--- src/include/mpu_cfg.svh ---
`ifndef MPU_CFG_SVH
`define MPU_CFG_SVH

`define PORT_DIR1     16'h0000    // port 1 direction
`define PORT_DIR2     16'h0001
`define PORT_DAT1     16'h0002    // port 1 data
`define PORT_DAT2     16'h0003
`define PORT_DIR3     16'h0004
`define PORT_DIR4     16'h0005
`define PORT_DAT3     16'h0006
`define PORT_DAT4     16'h0007

`define CTR_HI        16'h0009    // free running counter msb
`define CTR_LO        16'h000A

`define SCI_STAT      16'h0011    // serial status
`define SCI_RXD       16'h0012    // receive byte
`define SCI_TXD       16'h0013    // transmit byte

`define IRQ_VEC_HI    16'hFFF8    // irq vector fetch
`define IRQ_VEC_LO    16'hFFF9

`define SCI_VECTOR    16'hFC7C    // serial handler
`define SCI_ENTRY     16'hFC7C
`define TMR_VECTOR    16'hFFE0    // timer overflow handler
`define TMR_ENTRY     16'hFFE3    // first opcode past the vector stub

`define CTR_PRESCALE  4           // clocks per counter tick
`define BURST_STEPS   64          // address changes per burst
`define STAT_TX_EMPTY 7
`define STAT_RX_FULL  6

`endif

--- src/hw/mpu_pkg.sv ---
package mpu_pkg;

	typedef logic [15:0] addr_t;	// cpu address
	typedef logic [7:0] byte_t;	// cpu data

	// one peripheral's answer to a read
	typedef struct packed {
		logic hit;	// address belongs to this block
		byte_t data;	// zero when no hit
	} rd_resp_t;

	// run / step controller
	typedef enum logic [3:0] {
		IDLE       = 4'd0,	// cpu held
		RUN        = 4'd1,	// free running
		STEP_ARM   = 4'd2,	// record address, release
		STEP_WAIT  = 4'd3,	// wait for address change
		STEP_REL   = 4'd4,	// wait for button up
		BURST_ARM  = 4'd5,
		BURST_WAIT = 4'd6,
		BURST_NEXT = 4'd7,	// count or finish
		BRK_HOLD   = 4'd8	// stopped on breakpoint
	} dbg_state_t;

endpackage

--- src/hw/cpu_bus_if.sv ---
`timescale 1ns/100ps

interface cpu_bus_if (
	input logic SYS_CLK,
	input logic KEY	// async reset, low active
);
	import mpu_pkg::*;

	addr_t addr;	// cpu address
	byte_t wdata;	// cpu write data
	logic wr;	// qualified write strobe
	logic rd;	// qualified read strobe

	modport host (output addr, output wdata, output wr, output rd);
	modport periph (input SYS_CLK, input KEY, input addr, input wdata, input wr, input rd);

endinterface

--- src/hw/periph_bus.sv ---
`timescale 1ns/100ps

module periph_bus (
	cpu_bus_if.host bus,
	input mpu_pkg::addr_t addr,
	input logic rw,	// high = read
	input mpu_pkg::byte_t wdata,
	input logic stall,
	input mpu_pkg::byte_t mem_rdata,	// ram / rom data from outside
	input mpu_pkg::rd_resp_t port_rd,
	input mpu_pkg::rd_resp_t ctr_rd,
	input mpu_pkg::rd_resp_t sci_rd,
	input mpu_pkg::rd_resp_t vec_rd,
	output mpu_pkg::byte_t rdata
);
	import mpu_pkg::*;

	logic any_hit;	// some peripheral owns the address
	byte_t hit_data;	// merged peripheral byte

	// a stalled cpu does not access anything
	assign bus.addr = addr;
	assign bus.wdata = wdata;
	assign bus.wr = !rw && !stall;
	assign bus.rd = rw && !stall;

	always_comb begin
		any_hit = port_rd.hit | ctr_rd.hit | sci_rd.hit | vec_rd.hit;
		hit_data = '0;
		if (port_rd.hit)
			hit_data = hit_data | port_rd.data;
		if (ctr_rd.hit)
			hit_data = hit_data | ctr_rd.data;
		if (sci_rd.hit)
			hit_data = hit_data | sci_rd.data;
		if (vec_rd.hit)
			hit_data = hit_data | vec_rd.data;	// overrides rom vector
	end

	// only one block decodes any given address
	assign rdata = any_hit ? hit_data : mem_rdata;	// fall back to memory

endmodule

--- src/hw/port_regs.sv ---
`timescale 1ns/100ps
`include "mpu_cfg.svh"

module port_regs (
	cpu_bus_if.periph bus,
	output mpu_pkg::rd_resp_t rd_resp,
	output mpu_pkg::byte_t [3:0] port_out	// masked pins, ports 1..4
);
	import mpu_pkg::*;

	localparam addr_t DIR_ADDR [4] = '{`PORT_DIR1, `PORT_DIR2, `PORT_DIR3, `PORT_DIR4};
	localparam addr_t DAT_ADDR [4] = '{`PORT_DAT1, `PORT_DAT2, `PORT_DAT3, `PORT_DAT4};

	byte_t [3:0] dir_q;	// 1 = output
	byte_t [3:0] dat_q;

	always_ff @(posedge bus.SYS_CLK or negedge bus.KEY) begin
		if (!bus.KEY) begin
			dir_q <= '0;	// all inputs
			dat_q <= '0;
		end else if (bus.wr) begin
			for (int i = 0; i < 4; i++) begin
				if (bus.addr == DIR_ADDR[i])
					dir_q[i] <= bus.wdata;
				if (bus.addr == DAT_ADDR[i])
					dat_q[i] <= bus.wdata;
			end
		end
	end

	always_comb begin
		rd_resp = '0;
		for (int i = 0; i < 4; i++) begin
			if (bus.addr == DIR_ADDR[i]) begin
				rd_resp.hit = 1'b1;
				rd_resp.data = dir_q[i];
			end
			if (bus.addr == DAT_ADDR[i]) begin
				rd_resp.hit = 1'b1;
				rd_resp.data = dat_q[i];	// register, not pins
			end
		end
	end

	assign port_out = dat_q & dir_q;	// input bits read as 0 on the pins

endmodule

--- src/hw/free_counter.sv ---
`timescale 1ns/100ps
`include "mpu_cfg.svh"

module free_counter (
	cpu_bus_if.periph bus,
	output mpu_pkg::rd_resp_t rd_resp,
	output logic wrap	// one clock after ffff -> 0000
);
	localparam int PRE_W = $clog2(`CTR_PRESCALE);
	localparam logic [PRE_W-1:0] PRE_LAST = PRE_W'(`CTR_PRESCALE - 1);

	logic [PRE_W-1:0] pre_q;	// prescaler
	logic [15:0] ctr_q;
	logic tick;	// counter advances this edge
	logic wr_hi;
	logic wr_lo;

	assign tick = (pre_q == PRE_LAST);
	assign wr_hi = bus.wr && (bus.addr == `CTR_HI);
	assign wr_lo = bus.wr && (bus.addr == `CTR_LO);

	always_ff @(posedge bus.SYS_CLK or negedge bus.KEY) begin
		if (!bus.KEY) begin
			pre_q <= '0;
			ctr_q <= '0;
			wrap <= 1'b0;
		end else begin
			pre_q <= tick ? '0 : pre_q + 1'b1;
			wrap <= tick && !wr_hi && !wr_lo && (ctr_q == 16'hFFFF);
			if (wr_hi)
				ctr_q[15:8] <= bus.wdata;	// cpu write beats the tick
			else if (wr_lo)
				ctr_q[7:0] <= bus.wdata;
			else if (tick)
				ctr_q <= ctr_q + 16'd1;
		end
	end

	always_comb begin
		rd_resp = '0;
		if (bus.addr == `CTR_HI) begin
			rd_resp.hit = 1'b1;
			rd_resp.data = ctr_q[15:8];
		end else if (bus.addr == `CTR_LO) begin
			rd_resp.hit = 1'b1;
			rd_resp.data = ctr_q[7:0];
		end
	end

endmodule

--- src/hw/sci_regs.sv ---
`timescale 1ns/100ps
`include "mpu_cfg.svh"

module sci_regs (
	cpu_bus_if.periph bus,
	output mpu_pkg::rd_resp_t rd_resp,
	input logic rx_valid,	// byte from midi in
	input mpu_pkg::byte_t rx_data,
	output logic rx_ready,
	output logic tx_valid,	// byte for midi out
	output mpu_pkg::byte_t tx_data,
	input logic tx_ready,
	output logic rx_accept	// to irq latch
);
	import mpu_pkg::*;

	logic rx_full_q;
	byte_t rx_data_q;
	logic rd_rxd;	// cpu takes the received byte
	logic wr_txd;
	logic tx_load;	// write lands in an empty slot

	assign rx_ready = !rx_full_q;	// one byte deep
	assign rx_accept = rx_valid && rx_ready;
	assign rd_rxd = bus.rd && (bus.addr == `SCI_RXD);
	assign wr_txd = bus.wr && (bus.addr == `SCI_TXD);
	assign tx_load = wr_txd && !tx_valid;	// write to a full slot is lost

	always_ff @(posedge bus.SYS_CLK or negedge bus.KEY) begin
		if (!bus.KEY) begin
			rx_full_q <= 1'b0;
			tx_valid <= 1'b0;
		end else begin
			if (rx_accept)
				rx_full_q <= 1'b1;
			else if (rd_rxd)
				rx_full_q <= 1'b0;
			if (tx_valid && tx_ready)
				tx_valid <= 1'b0;	// taken by the transmitter
			else if (tx_load)
				tx_valid <= 1'b1;
		end
	end

	always_ff @(posedge bus.SYS_CLK) begin
		if (rx_accept)
			rx_data_q <= rx_data;
		if (tx_load)
			tx_data <= bus.wdata;	// held until tx_ready
	end

	always_comb begin
		rd_resp = '0;
		if (bus.addr == `SCI_STAT) begin
			rd_resp.hit = 1'b1;
			rd_resp.data[`STAT_TX_EMPTY] = !tx_valid;
			rd_resp.data[`STAT_RX_FULL] = rx_full_q;
		end else if (bus.addr == `SCI_RXD) begin
			rd_resp.hit = 1'b1;
			rd_resp.data = rx_data_q;
		end
	end

endmodule

--- src/hw/irq_ctrl.sv ---
`timescale 1ns/100ps
`include "mpu_cfg.svh"

module irq_ctrl (
	cpu_bus_if.periph bus,
	input logic rx_accept,	// serial byte arrived
	input logic wrap,	// counter overflow
	output mpu_pkg::rd_resp_t vec_rd,
	output logic irq
);
	import mpu_pkg::*;

	localparam addr_t SCI_VEC = `SCI_VECTOR;
	localparam addr_t TMR_VEC = `TMR_VECTOR;

	logic sci_pend_q;
	logic tmr_pend_q;
	addr_t vec;	// handler for the winning source

	// a source is serviced once the cpu fetches its handler entry
	always_ff @(posedge bus.SYS_CLK or negedge bus.KEY) begin
		if (!bus.KEY) begin
			sci_pend_q <= 1'b0;
			tmr_pend_q <= 1'b0;
		end else begin
			if (bus.addr == `SCI_ENTRY)
				sci_pend_q <= 1'b0;	// clear wins
			else if (rx_accept)
				sci_pend_q <= 1'b1;
			if (bus.addr == `TMR_ENTRY)
				tmr_pend_q <= 1'b0;
			else if (wrap)
				tmr_pend_q <= 1'b1;
		end
	end

	assign irq = sci_pend_q | tmr_pend_q;
	assign vec = sci_pend_q ? SCI_VEC : TMR_VEC;	// sci first

	always_comb begin
		vec_rd = '0;	// no source, rom vector goes through
		if (irq && (bus.addr == `IRQ_VEC_HI)) begin
			vec_rd.hit = 1'b1;
			vec_rd.data = vec[15:8];
		end else if (irq && (bus.addr == `IRQ_VEC_LO)) begin
			vec_rd.hit = 1'b1;
			vec_rd.data = vec[7:0];
		end
	end

endmodule

--- src/hw/step_ctrl.sv ---
`timescale 1ns/100ps
`include "mpu_cfg.svh"

module step_ctrl (
	cpu_bus_if.periph bus,
	input logic run_sw,
	input logic brk_sw,	// breakpoint enable
	input logic brk_match,
	input logic step_btn,
	input logic burst_btn,
	output logic stall	// holds the cpu
);
	import mpu_pkg::*;

	localparam int CNT_W = $clog2(`BURST_STEPS);
	localparam logic [CNT_W-1:0] CNT_LAST = CNT_W'(`BURST_STEPS - 1);

	dbg_state_t state_q;
	addr_t rec_addr_q;	// address when the step began
	logic [CNT_W-1:0] cnt_q;	// steps done in this burst

	always_ff @(posedge bus.SYS_CLK or negedge bus.KEY) begin
		if (!bus.KEY) begin
			state_q <= IDLE;
			stall <= 1'b1;	// come up halted
			rec_addr_q <= '0;
			cnt_q <= '0;
		end else begin
			case (state_q)
				IDLE: begin
					stall <= 1'b1;
					if (run_sw) begin
						stall <= 1'b0;
						state_q <= RUN;
					end else if (step_btn) begin
						state_q <= STEP_ARM;
					end else if (burst_btn) begin
						cnt_q <= '0;
						state_q <= BURST_ARM;
					end
				end
				RUN: begin
					if (!run_sw) begin
						stall <= 1'b1;
						state_q <= IDLE;
					end else if (brk_sw && brk_match) begin
						stall <= 1'b1;	// stop on breakpoint
						state_q <= BRK_HOLD;
					end
				end
				BRK_HOLD: if (!run_sw) state_q <= IDLE;	// stay until run drops
				STEP_ARM, BURST_ARM: begin
					rec_addr_q <= bus.addr;
					stall <= 1'b0;
					state_q <= (state_q == STEP_ARM) ? STEP_WAIT : BURST_WAIT;
				end
				STEP_WAIT, BURST_WAIT: begin
					if (bus.addr != rec_addr_q) begin	// cpu moved on
						stall <= 1'b1;
						state_q <= (state_q == STEP_WAIT) ? STEP_REL : BURST_NEXT;
					end
				end
				STEP_REL: if (!step_btn) state_q <= IDLE;
				BURST_NEXT: begin
					if (cnt_q != CNT_LAST) begin
						cnt_q <= cnt_q + 1'b1;
						state_q <= BURST_ARM;
					end else if (!burst_btn && !run_sw) begin
						state_q <= IDLE;
					end
				end
				default: begin
					stall <= 1'b1;
					state_q <= IDLE;
				end
			endcase
		end
	end

endmodule

--- src/hw/mpu_periph_top.sv ---
`timescale 1ns/100ps

module mpu_periph_top (
	input logic SYS_CLK,
	input logic KEY,	// async reset, low active
	input mpu_pkg::addr_t addr,	// cpu bus
	input logic rw,
	input mpu_pkg::byte_t wdata,
	input mpu_pkg::byte_t mem_rdata,	// external memory read data
	input logic rx_valid,
	input mpu_pkg::byte_t rx_data,
	input logic tx_ready,
	input logic run_sw,	// debug controls
	input logic brk_sw,
	input logic brk_match,
	input logic step_btn,
	input logic burst_btn,
	output mpu_pkg::byte_t rdata,
	output logic irq,
	output logic stall,
	output logic rx_ready,
	output logic tx_valid,
	output mpu_pkg::byte_t tx_data,
	output mpu_pkg::byte_t [3:0] port_out
);
	import mpu_pkg::*;

	rd_resp_t port_rd;
	rd_resp_t ctr_rd;
	rd_resp_t sci_rd;
	rd_resp_t vec_rd;	// irq vector override
	logic wrap;
	logic rx_accept;

	cpu_bus_if u_bus (.SYS_CLK(SYS_CLK), .KEY(KEY));

	periph_bus u_periph_bus (
		.bus(u_bus), .addr(addr), .rw(rw), .wdata(wdata), .stall(stall),
		.mem_rdata(mem_rdata), .port_rd(port_rd), .ctr_rd(ctr_rd), .sci_rd(sci_rd),
		.vec_rd(vec_rd), .rdata(rdata)
	);

	port_regs u_port_regs (.bus(u_bus), .rd_resp(port_rd), .port_out(port_out));

	free_counter u_free_counter (.bus(u_bus), .rd_resp(ctr_rd), .wrap(wrap));

	sci_regs u_sci_regs (
		.bus(u_bus), .rd_resp(sci_rd), .rx_valid(rx_valid), .rx_data(rx_data),
		.rx_ready(rx_ready), .tx_valid(tx_valid), .tx_data(tx_data), .tx_ready(tx_ready),
		.rx_accept(rx_accept)
	);

	irq_ctrl u_irq_ctrl (
		.bus(u_bus), .rx_accept(rx_accept), .wrap(wrap), .vec_rd(vec_rd), .irq(irq)
	);

	step_ctrl u_step_ctrl (
		.bus(u_bus), .run_sw(run_sw), .brk_sw(brk_sw), .brk_match(brk_match),
		.step_btn(step_btn), .burst_btn(burst_btn), .stall(stall)
	);

endmodule

--- config.mk ---
export PLATFORM = sky130hd
export DESIGN_NAME = mpu_periph_top
export DESIGN_NICKNAME = d
export VERILOG_FILES = /design/src/hw/mpu_pkg.sv /design/src/hw/cpu_bus_if.sv /design/src/hw/periph_bus.sv /design/src/hw/port_regs.sv /design/src/hw/free_counter.sv /design/src/hw/sci_regs.sv /design/src/hw/irq_ctrl.sv /design/src/hw/step_ctrl.sv /design/src/hw/mpu_periph_top.sv
export VERILOG_INCLUDE_DIRS = /design/src /design/src/include
export SDC_FILE = /design/constraint.sdc
export NUM_CORES = 1
export LEC_CHECK = 0
export ABC_AREA = 1
export BUFFER_PORTS_ARGS = -buffer_cell sky130_fd_sc_hd__buf_2
export CAP_MARGIN = 25
export CORE_AREA = 2 2 118 148
export DETAILED_ROUTE_END_ITERATION = 10
export DIE_AREA = 0 0 120 150
export GPL_TIMING_DRIVEN = 0
export HOLD_SLACK_MARGIN = 0.08
export MAX_ROUTING_LAYER = met4
export PLACE_DENSITY_LB_ADDON = 0.3
export SETUP_SLACK_MARGIN = 0.3
export SLEW_MARGIN = 5
export SYNTH_ARGS = -nofsm -noshare
export SYNTH_HDL_FRONTEND = slang
export SYNTH_SLANG_ARGS = --single-unit
--- constraint.sdc ---
create_clock -name SYS_CLK -period 2.14 [get_ports SYS_CLK]
set_input_delay 0.214 -clock SYS_CLK [delete_from_list [all_inputs] [get_ports SYS_CLK]]
set_output_delay 0.214 -clock SYS_CLK [all_outputs]
set_load 0.02 [all_outputs]
==> impl_metrics.py, run 1 <==
metrics = {
    "pwr": {
        "p_sw_uw": 2074,
        "pwr-share-seq_pct": 40.8,
        "pwr-share-comb_pct": 18.4,
        "p_int_uw": 5009,
        "peakVddDrop_mv": 0.6834,
        "p_total_uw": 7083,
        "power_leakage_uw": 0.004827,
        "p_sw_share_pct": 29.28,
        "powerDensity_nw_per_um2": 736.3,
        "clkPwrFrac_pct": 40.8,
    },
    "cells_and_area": {
        "post-route-util_pct": 57.79,
        "areaGrowthSynthToFinish_pct": 30.86,
        "drive_gt1_share_pct": 24.02,
        "design_area_um2": 9619,
        "regArea_um2": 3336,
        "multi_input_comb_area_um2": 3611,
        "fin_nets": 1214,
        "diodes": 0,
        "nFillCells": 1504,
    },
    "clock_network": {
        "numClockSinks": 130,
        "htree_num_levels": 4,
        "numCtsBuffers": 17,
        "worst_skew_pair.late_latency_ns": 0.43,
        "clk_path_buf_depth": 2,
        "path_clk_slew_ns": 0.06,
        "root_buffer": "clkbuf_16",
        "cts_tree": "built",
    },
    "floorplanning": {
        "rows": 53,
        "core_area_um2": 16640,
        "die_height_um": 150,
        "start_util_pct": 44.16,
        "pin_count": 102,
        "die_area_um2": 18000,
        "die_w_um": 120,
    },
    "routing": {
        "routedWlPerCell_um": 16.17,
        "vias": 7410,
        "drt-initial-drc-count": 692,
        "viasPerCell": 5.316,
        "drt_wl_total_um": 22540,
        "drtAntennaViolNets": 0,
        "dr.pass1.iters": 6,
        "drc": 0,
    },
    "critical_path": {
        "start_kind": "flip-flop",
        "critPathMaxFanout": 7,
        "crit_end": "rdata[5]",
        "cp-end-kind": "output pin",
        "crit_required_ns": 1.93,
        "crit_type": "flip-flop to output pin",
        "regToRegSetupSlack_ns": 0.38,
        "crit_arrival_ns": 2.10,
        "r2r_start": "u_step_ctrl.stall",
        "worst_r2r_path_depth": 4,
        "worstReg2RegEnd": "u_sci_regs.tx_data[6]",
        "setup.worst_path.start": "u_irq_ctrl.tmr_pend_q",
    },
    "synth": {
        "async_reset_ff_share_pct": 87.69,
        "synth.area.top_cells": "dfrtp_1, nand2_1, edfxtp_1",
        "synthFlopType": "dfrtp_1",
        "synth_edf_count": 16,
        "syn-num-nets": 1038,
        "syn-cell-area_um2": 7351,
        "yosys_warnings": 0,
        "ys_seq_elements": 130,
        "ys_types": 52,
        "synth_seq_area_share_pct": 45.36,
        "yosysTopAreaCell": "dfrtp_1",
        "synth_top_area_share_pct": 38.47,
        "syn_avg_cell_area_um2": 7.463,
        "syn_inst": 985,
    },
    "run_status": {
        "violations": "negative setup slack",
        "status": "finished, violations left",
    },
    "grt": {
        "gr-usage-met3_pct": 5.030,
        "antenna_found_initial": 0,
        "grt_usage_pct": 25.89,
        "grt_max_degree": 59,
        "met1_usage_pct": 30.28,
        "grt_pass1_vias": 6887,
        "gr-max-usage-layer": "met2",
        "grt_use_met2_pct": 43.61,
        "grt_pass1_wl_um": 34890,
        "overflow": 0,
    },
    "placement": {
        "dp_slack_ns": -0.2308,
        "post-dp-hpwl_um": 15750,
        "portBuffers": 101,
        "place_area_um2": 8172,
        "gp_congestion": 0.9212,
    },
    "sta": {
        "fmax_ghz": 0.4314,
        "relSlewSlack_pct": 63.01,
        "rsz0062_at_grt": "yes",
        "report.final.setup_viol": 7,
        "fin_skew_ns": 0.007839,
        "fin_crit_ns": 2.318,
        "max_slew.worst_pin.slew_ns": 0.5548,
        "slew_violations": 0,
        "worst_slack_ns": -0.1778,
        "post-route-period-util_pct": 108.3,
        "hold_violations": 0,
    },
    "worst_hold_path": {
        "hold_class": "primary input to flip-flop",
    },
    "flow_run": {
        "maxCapViolCount": 0,
    },
}
## synth_stat cells (2+ instances only)
| cell type | number |
|---|---|
| nand3_1 | 64 |
| nand2_1 | 266 |
| edfxtp_1 | 16 |
| nand3_2 | 2 |
| xnor2_1 | 5 |
| o22ai_1 | 9 |
| inv_1 | 124 |
| nand2_2 | 8 |
| nor2_2 | 5 |
| nor3_1 | 9 |
| o211ai_1 | 2 |
| o2111ai_1 | 2 |
| a22oi_1 | 3 |
| a31oi_1 | 5 |
| dfrtp_1 | 113 |
| nor2_4 | 7 |
| buf_2 | 9 |
| nor3_2 | 2 |
| buf_4 | 4 |
| or2_1 | 3 |
| a21oi_1 | 14 |
| nand2_4 | 3 |
| xor2_1 | 12 |
| nor4_1 | 6 |
| nand4_1 | 31 |
| ha_1 | 3 |
| clkbuf_1 | 10 |
| inv_2 | 13 |
| inv_4 | 2 |
| nor3b_1 | 3 |
| or2_0 | 4 |
| o21ai_0 | 90 |
| clkinv_1 | 2 |
| nor2_1 | 94 |
| o21ai_1 | 23 |
## what timing repair did
action	CTS	global route
pin swaps	15	32
cloned	0	1
hold buffers	26	0
gates resized for setup	45	76
endpoints found under the hold margin	83	0
endpoints found under the setup margin	101	59
setup buffers	13	15
## worst max-delay path, cell delays in order, from the launching register on
cell and delay, ns:
dfrtp_1 0.41, nor2_4 0.15, nor2_2 0.05, nand3_2 0.08, nand2_2 0.06, nor2_1 0.08, nand2_1 0.09, nor2_4 0.20
inv_2 0.09, or2_0 0.23, nand2_1 0.06, inv_1 0.05, buf_6 0.12
## metal layers
| layer | part of all wire [%] | vias to the layer above |
|---|---|---|
| met3 | 5.9 | 51 |
| li1 | - | 3576 |
| met2 | 50 | 291 |
| met4 | 2.6 | 0 |
| met1 | 41 | 3492 |
| met5 | 0 | - |
## power by group through the flow
stage	clock network, uW	logic (uW)	registers [uW]
floorplan	0	757	2890
global placement	0	1080	2910
detailed placement	0	1120	2910
CTS	2910	1230	2880
global route	3030	1460	2910
finish	2890	1300	2890
## cell type report
| type | count | area share, % |
|---|---|---|
| tap | 220 | 2.862 |
| buffer | 23 | 1.652 |
| clock inverter | 8 | 1.054 |
| inverter | 142 | 5.775 |
| sequential | 130 | 34.68 |
| multi-input combinational | 691 | 37.54 |
| clock buffer | 24 | 5.008 |
| timing repair buffer | 156 | 11.43 |
## layout by cell type, fill, tap and decap left out, drive strengths merged, types with 9 or more instances in the layout
cell type,netlist,final
nand2,278,278
a21oi,14,14
edfxtp,16,16
dfrtp,113,113
o22ai,9,9
nand4,32,32
inv,140,141
nor3,11,11
dlygate4sd3,0,26
clkbuf,10,33
buf,13,144
nor2,107,107
o21ai,113,113
xor2,12,12
nand3,66,67
## metrics by stage
stage | setup TNS [ns] | std cells | hold slack [ns]
after floorplan | 0 | 985 | -0.08159
after global placement | -66.24 | 1306 | 0.3929
after detailed placement | -4.210 | 1307 | 0.2173
after CTS | -1.264 | 1378 | 0.09768
after global routing | -2.011 | 1394 | 0.1228
final | -1.079 | 1394 | 0.1145
## worst min path at each step
| stage | startpoint | cells past startpoint | endpoint |
|---|---|---|---|
| detailed placement | KEY | 1 | u_port_regs.dat_q[26] |
| global route | run_sw | 4 | u_step_ctrl.stall |
| CTS | run_sw | 4 | u_step_ctrl.stall |
| finish | addr[6] | 3 | u_step_ctrl.rec_addr_q[6] |
| floorplan | KEY | 0 | u_free_counter.ctr_q[0] |
| global placement | rx_data[4] | 1 | u_sci_regs.rx_data_q[4] |
## flip-flops by register name (all words and copies together) (netlist names)
| signal | cells |
|---|---|
| u_step_ctrl.stall | 1 |
| u_sci_regs.tx_data | 8 |
| u_sci_regs.rx_data_q | 8 |
| u_sci_regs.rx_full_q | 1 |
| u_irq_ctrl.tmr_pend_q | 1 |
| u_sci_regs.tx_valid | 1 |
| u_free_counter.pre_q | 2 |
| u_port_regs.dir_q | 32 |
| u_step_ctrl.cnt_q | 6 |
| u_step_ctrl.rec_addr_q | 16 |
| u_step_ctrl.state_q | 4 |
| u_free_counter.wrap | 1 |
| u_port_regs.dat_q | 32 |
| u_irq_ctrl.sci_pend_q | 1 |
| u_free_counter.ctr_q | 16 |
## cells by family after synthesis
kind of cell               after synthesis  synth area share, %
and+or+nand+nor                        513                31.57
buffers and inverters                  165                8.919
AOI/OAI and AO/OA                      157                11.61
DFF                                    130                45.36
xor gates and xnor gates                17                2.025
adders and majority gates                3               0.5107
Power figures use the tool's default switching activity.
==> run 2, diff against run 1 <==
clock period = 1.9 ns   (was 2.14 ns; I/O delays follow)
==> impl_metrics.py, run 2 (synthesis gave the netlist of run 1 again) <==
metrics = {
    "run_status": {
        "status": "finished, violations left",
        "violations": "negative setup slack",
    },
    "critical_path": {
        "critPathMaxFanout": 7,
        "path_cells": "nor2_4 > nor2_2 > nand3_2 > nand2_2 > nor2_1 > nand2_1 > nor2_4 > inv_4 > or2_1 > nand2_1 > inv_2 > buf_6",
        "cp-end-kind": "output pin",
        "start_kind": "flip-flop",
        "crit_type": "flip-flop to output pin",
        "slowest_stage": "dfrtp_1",
        "cpPeakStageDelay_ns": 0.40,
        "crit_required_ns": 1.71,
        "crit_arrival_ns": 2.11,
    },
    "cells_and_area": {
        "layout_commonest_cell": "nand2_1",
        "regArea_um2": 3338,
        "top_regs": "u_port_regs.dat_q: 32 flops, u_port_regs.dir_q: 32 flops",
        "areaGrowthSynthToFinish_pct": 38.11,
        "nFillCells": 1420,
        "multi_input_comb_area_um2": 3835,
        "stdcell_count": 1422,
        "fin_nets": 1242,
        "final_cell_mix": "nand2_1, inv_1, dfrtp_1",
        "drive_gt1_share_pct": 29.45,
        "diodes": 0,
        "design_area_um2": 10150,
        "post-route-util_pct": 60.99,
    },
    "grt": {
        "grt_pass1_wl_um": 35200,
        "grt_pass1_vias": 7063,
        "overflow": 0,
        "grt_max_degree": 77,
        "grt_usage_pct": 26.02,
        "antenna_found_initial": 0,
    },
    "sta": {
        "report.final.setup_viol": 8,
        "hold_violations": 0,
        "rsz0062_at_grt": "yes",
        "fmax_ghz": 0.4341,
        "max_slew.worst_pin.slew_ns": 0.5345,
        "slew_violations": 0,
        "relSlewSlack_pct": 64.33,
        "post-route-period-util_pct": 121.2,
        "fin_skew_ns": 0.006623,
        "worst_slack_ns": -0.4034,
        "fin_crit_ns": 2.303,
    },
    "pwr": {
        "p_int_uw": 5969,
        "pwr-share-comb_pct": 23.5,
        "peakVddDrop_mv": 0.7688,
        "pwr-share-seq_pct": 37.9,
        "p_total_uw": 8621,
        "p_sw_uw": 2652,
        "p_sw_share_pct": 30.76,
        "power_leakage_uw": 0.005082,
        "powerDensity_nw_per_um2": 849.2,
        "clkPwrFrac_pct": 38.6,
    },
    "floorplanning": {
        "pin_count": 102,
        "die_height_um": 150,
        "die_w_um": 120,
        "core_area_um2": 16640,
        "die_area_um2": 18000,
        "rows": 53,
        "start_util_pct": 44.16,
    },
    "routing": {
        "drt_wl_total_um": 23800,
        "vias": 7590,
        "dr.pass1.iters": 6,
        "drt-initial-drc-count": 617,
        "routedWlPerCell_um": 16.74,
        "drc": 0,
        "viasPerCell": 5.338,
        "drtAntennaViolNets": 0,
    },
    "placement": {
        "place_area_um2": 8265,
        "gp_congestion": 0.9160,
        "placed_cells": 1307,
        "post-dp-hpwl_um": 15660,
        "dp_slack_ns": -0.4294,
        "portBuffers": 101,
    },
    "clock_network": {
        "clk_path_buf_depth": 2,
        "numCtsBuffers": 17,
        "worst_skew_pair.late_latency_ns": 0.43,
        "root_buffer": "clkbuf_16",
        "path_clk_slew_ns": 0.06,
        "htree_num_levels": 4,
        "cts_tree": "built",
        "numClockSinks": 130,
    },
    "worst_hold_path": {
        "hold_class": "primary input to flip-flop",
    },
    "flow_run": {
        "maxCapViolCount": 0,
    },
}
## run 2: timing repair
action,CTS,global route
buffers inserted,32,22
pin swaps,40,44
gates resized for setup,75,94
endpoints found under the setup margin,113,99
endpoints found under the hold margin,71,0
hold buffers,29,0
## run 2: per-layer routing
layer | GRT usage [%] | part of all wire [%] | up-vias
met5 | - | 0 | -
met4 | 10.65 | 3.5 | 0
met3 | 4.764 | 6.3 | 78
met2 | 43.86 | 51 | 352
met1 | 30.68 | 39 | 3539
li1 | - | - | 3621
## run 2: area by class of cell
cell class                 instances  share of cell area, %
multi-input combinational        690                  37.77
inverter                         142                  5.521
buffer                            23                  1.738
clock inverter                     9                 0.8997
tap                              220                  2.711
sequential                       130                  32.88
clock buffer                      23                  5.127
timing repair buffer             185                  13.35
## run 2: per-stage QoR
stage / hold slack [ns] / setup TNS, ns
2_1_floorplan: -0.1056 / 0
3_3_place_gp: 0.3792 / -99.77
3_5_place_dp: 0.1371 / -6.219
4_1_cts: 0.09045 / -2.948
5_1_grt: 0.1062 / -3.716
6_report: 0.1025 / -2.913
## run 2: path summary, 6_finish.rpt
| kind | end | slack [ns] | startpoint | cells after the start |
|---|---|---|---|---|
| worst max register to register | u_step_ctrl.cnt_q[5] | 0.03 | u_step_ctrl.state_q[0] | 10 |
| worst min register to register | u_free_counter.pre_q[0] | 0.42 | u_free_counter.pre_q[0] | 1 |
| worst max-delay path | rdata[2] | -0.40 | u_irq_ctrl.sci_pend_q | 12 |
| max in group asynchronous | u_port_regs.dat_q[28] | 0.95 | KEY | 3 |
| min in group asynchronous | u_step_ctrl.rec_addr_q[9] | 0.25 | KEY | 2 |
| worst min-delay path | u_step_ctrl.rec_addr_q[7] | 0.10 | addr[7] | 3 |
## run 2: power groups by stage
stage          Combinational [uW]  Sequential (uW)  Clock [uW]
2_1_floorplan                 873             3260           0
3_3_place_gp                 1250             3270           0
3_5_place_dp                 1270             3280           0
4_1_cts                      1630             3240        3350
5_1_grt                      2200             3290        3470
6_report                     2020             3270        3330
## run 2: critical path, delay by kind of cell, from the launching register on
kind                   cells  cell delay [ns]
buffers and inverters      3             0.25
flip-flops                 1             0.40
AND/OR/NAND/NOR            9             1.03
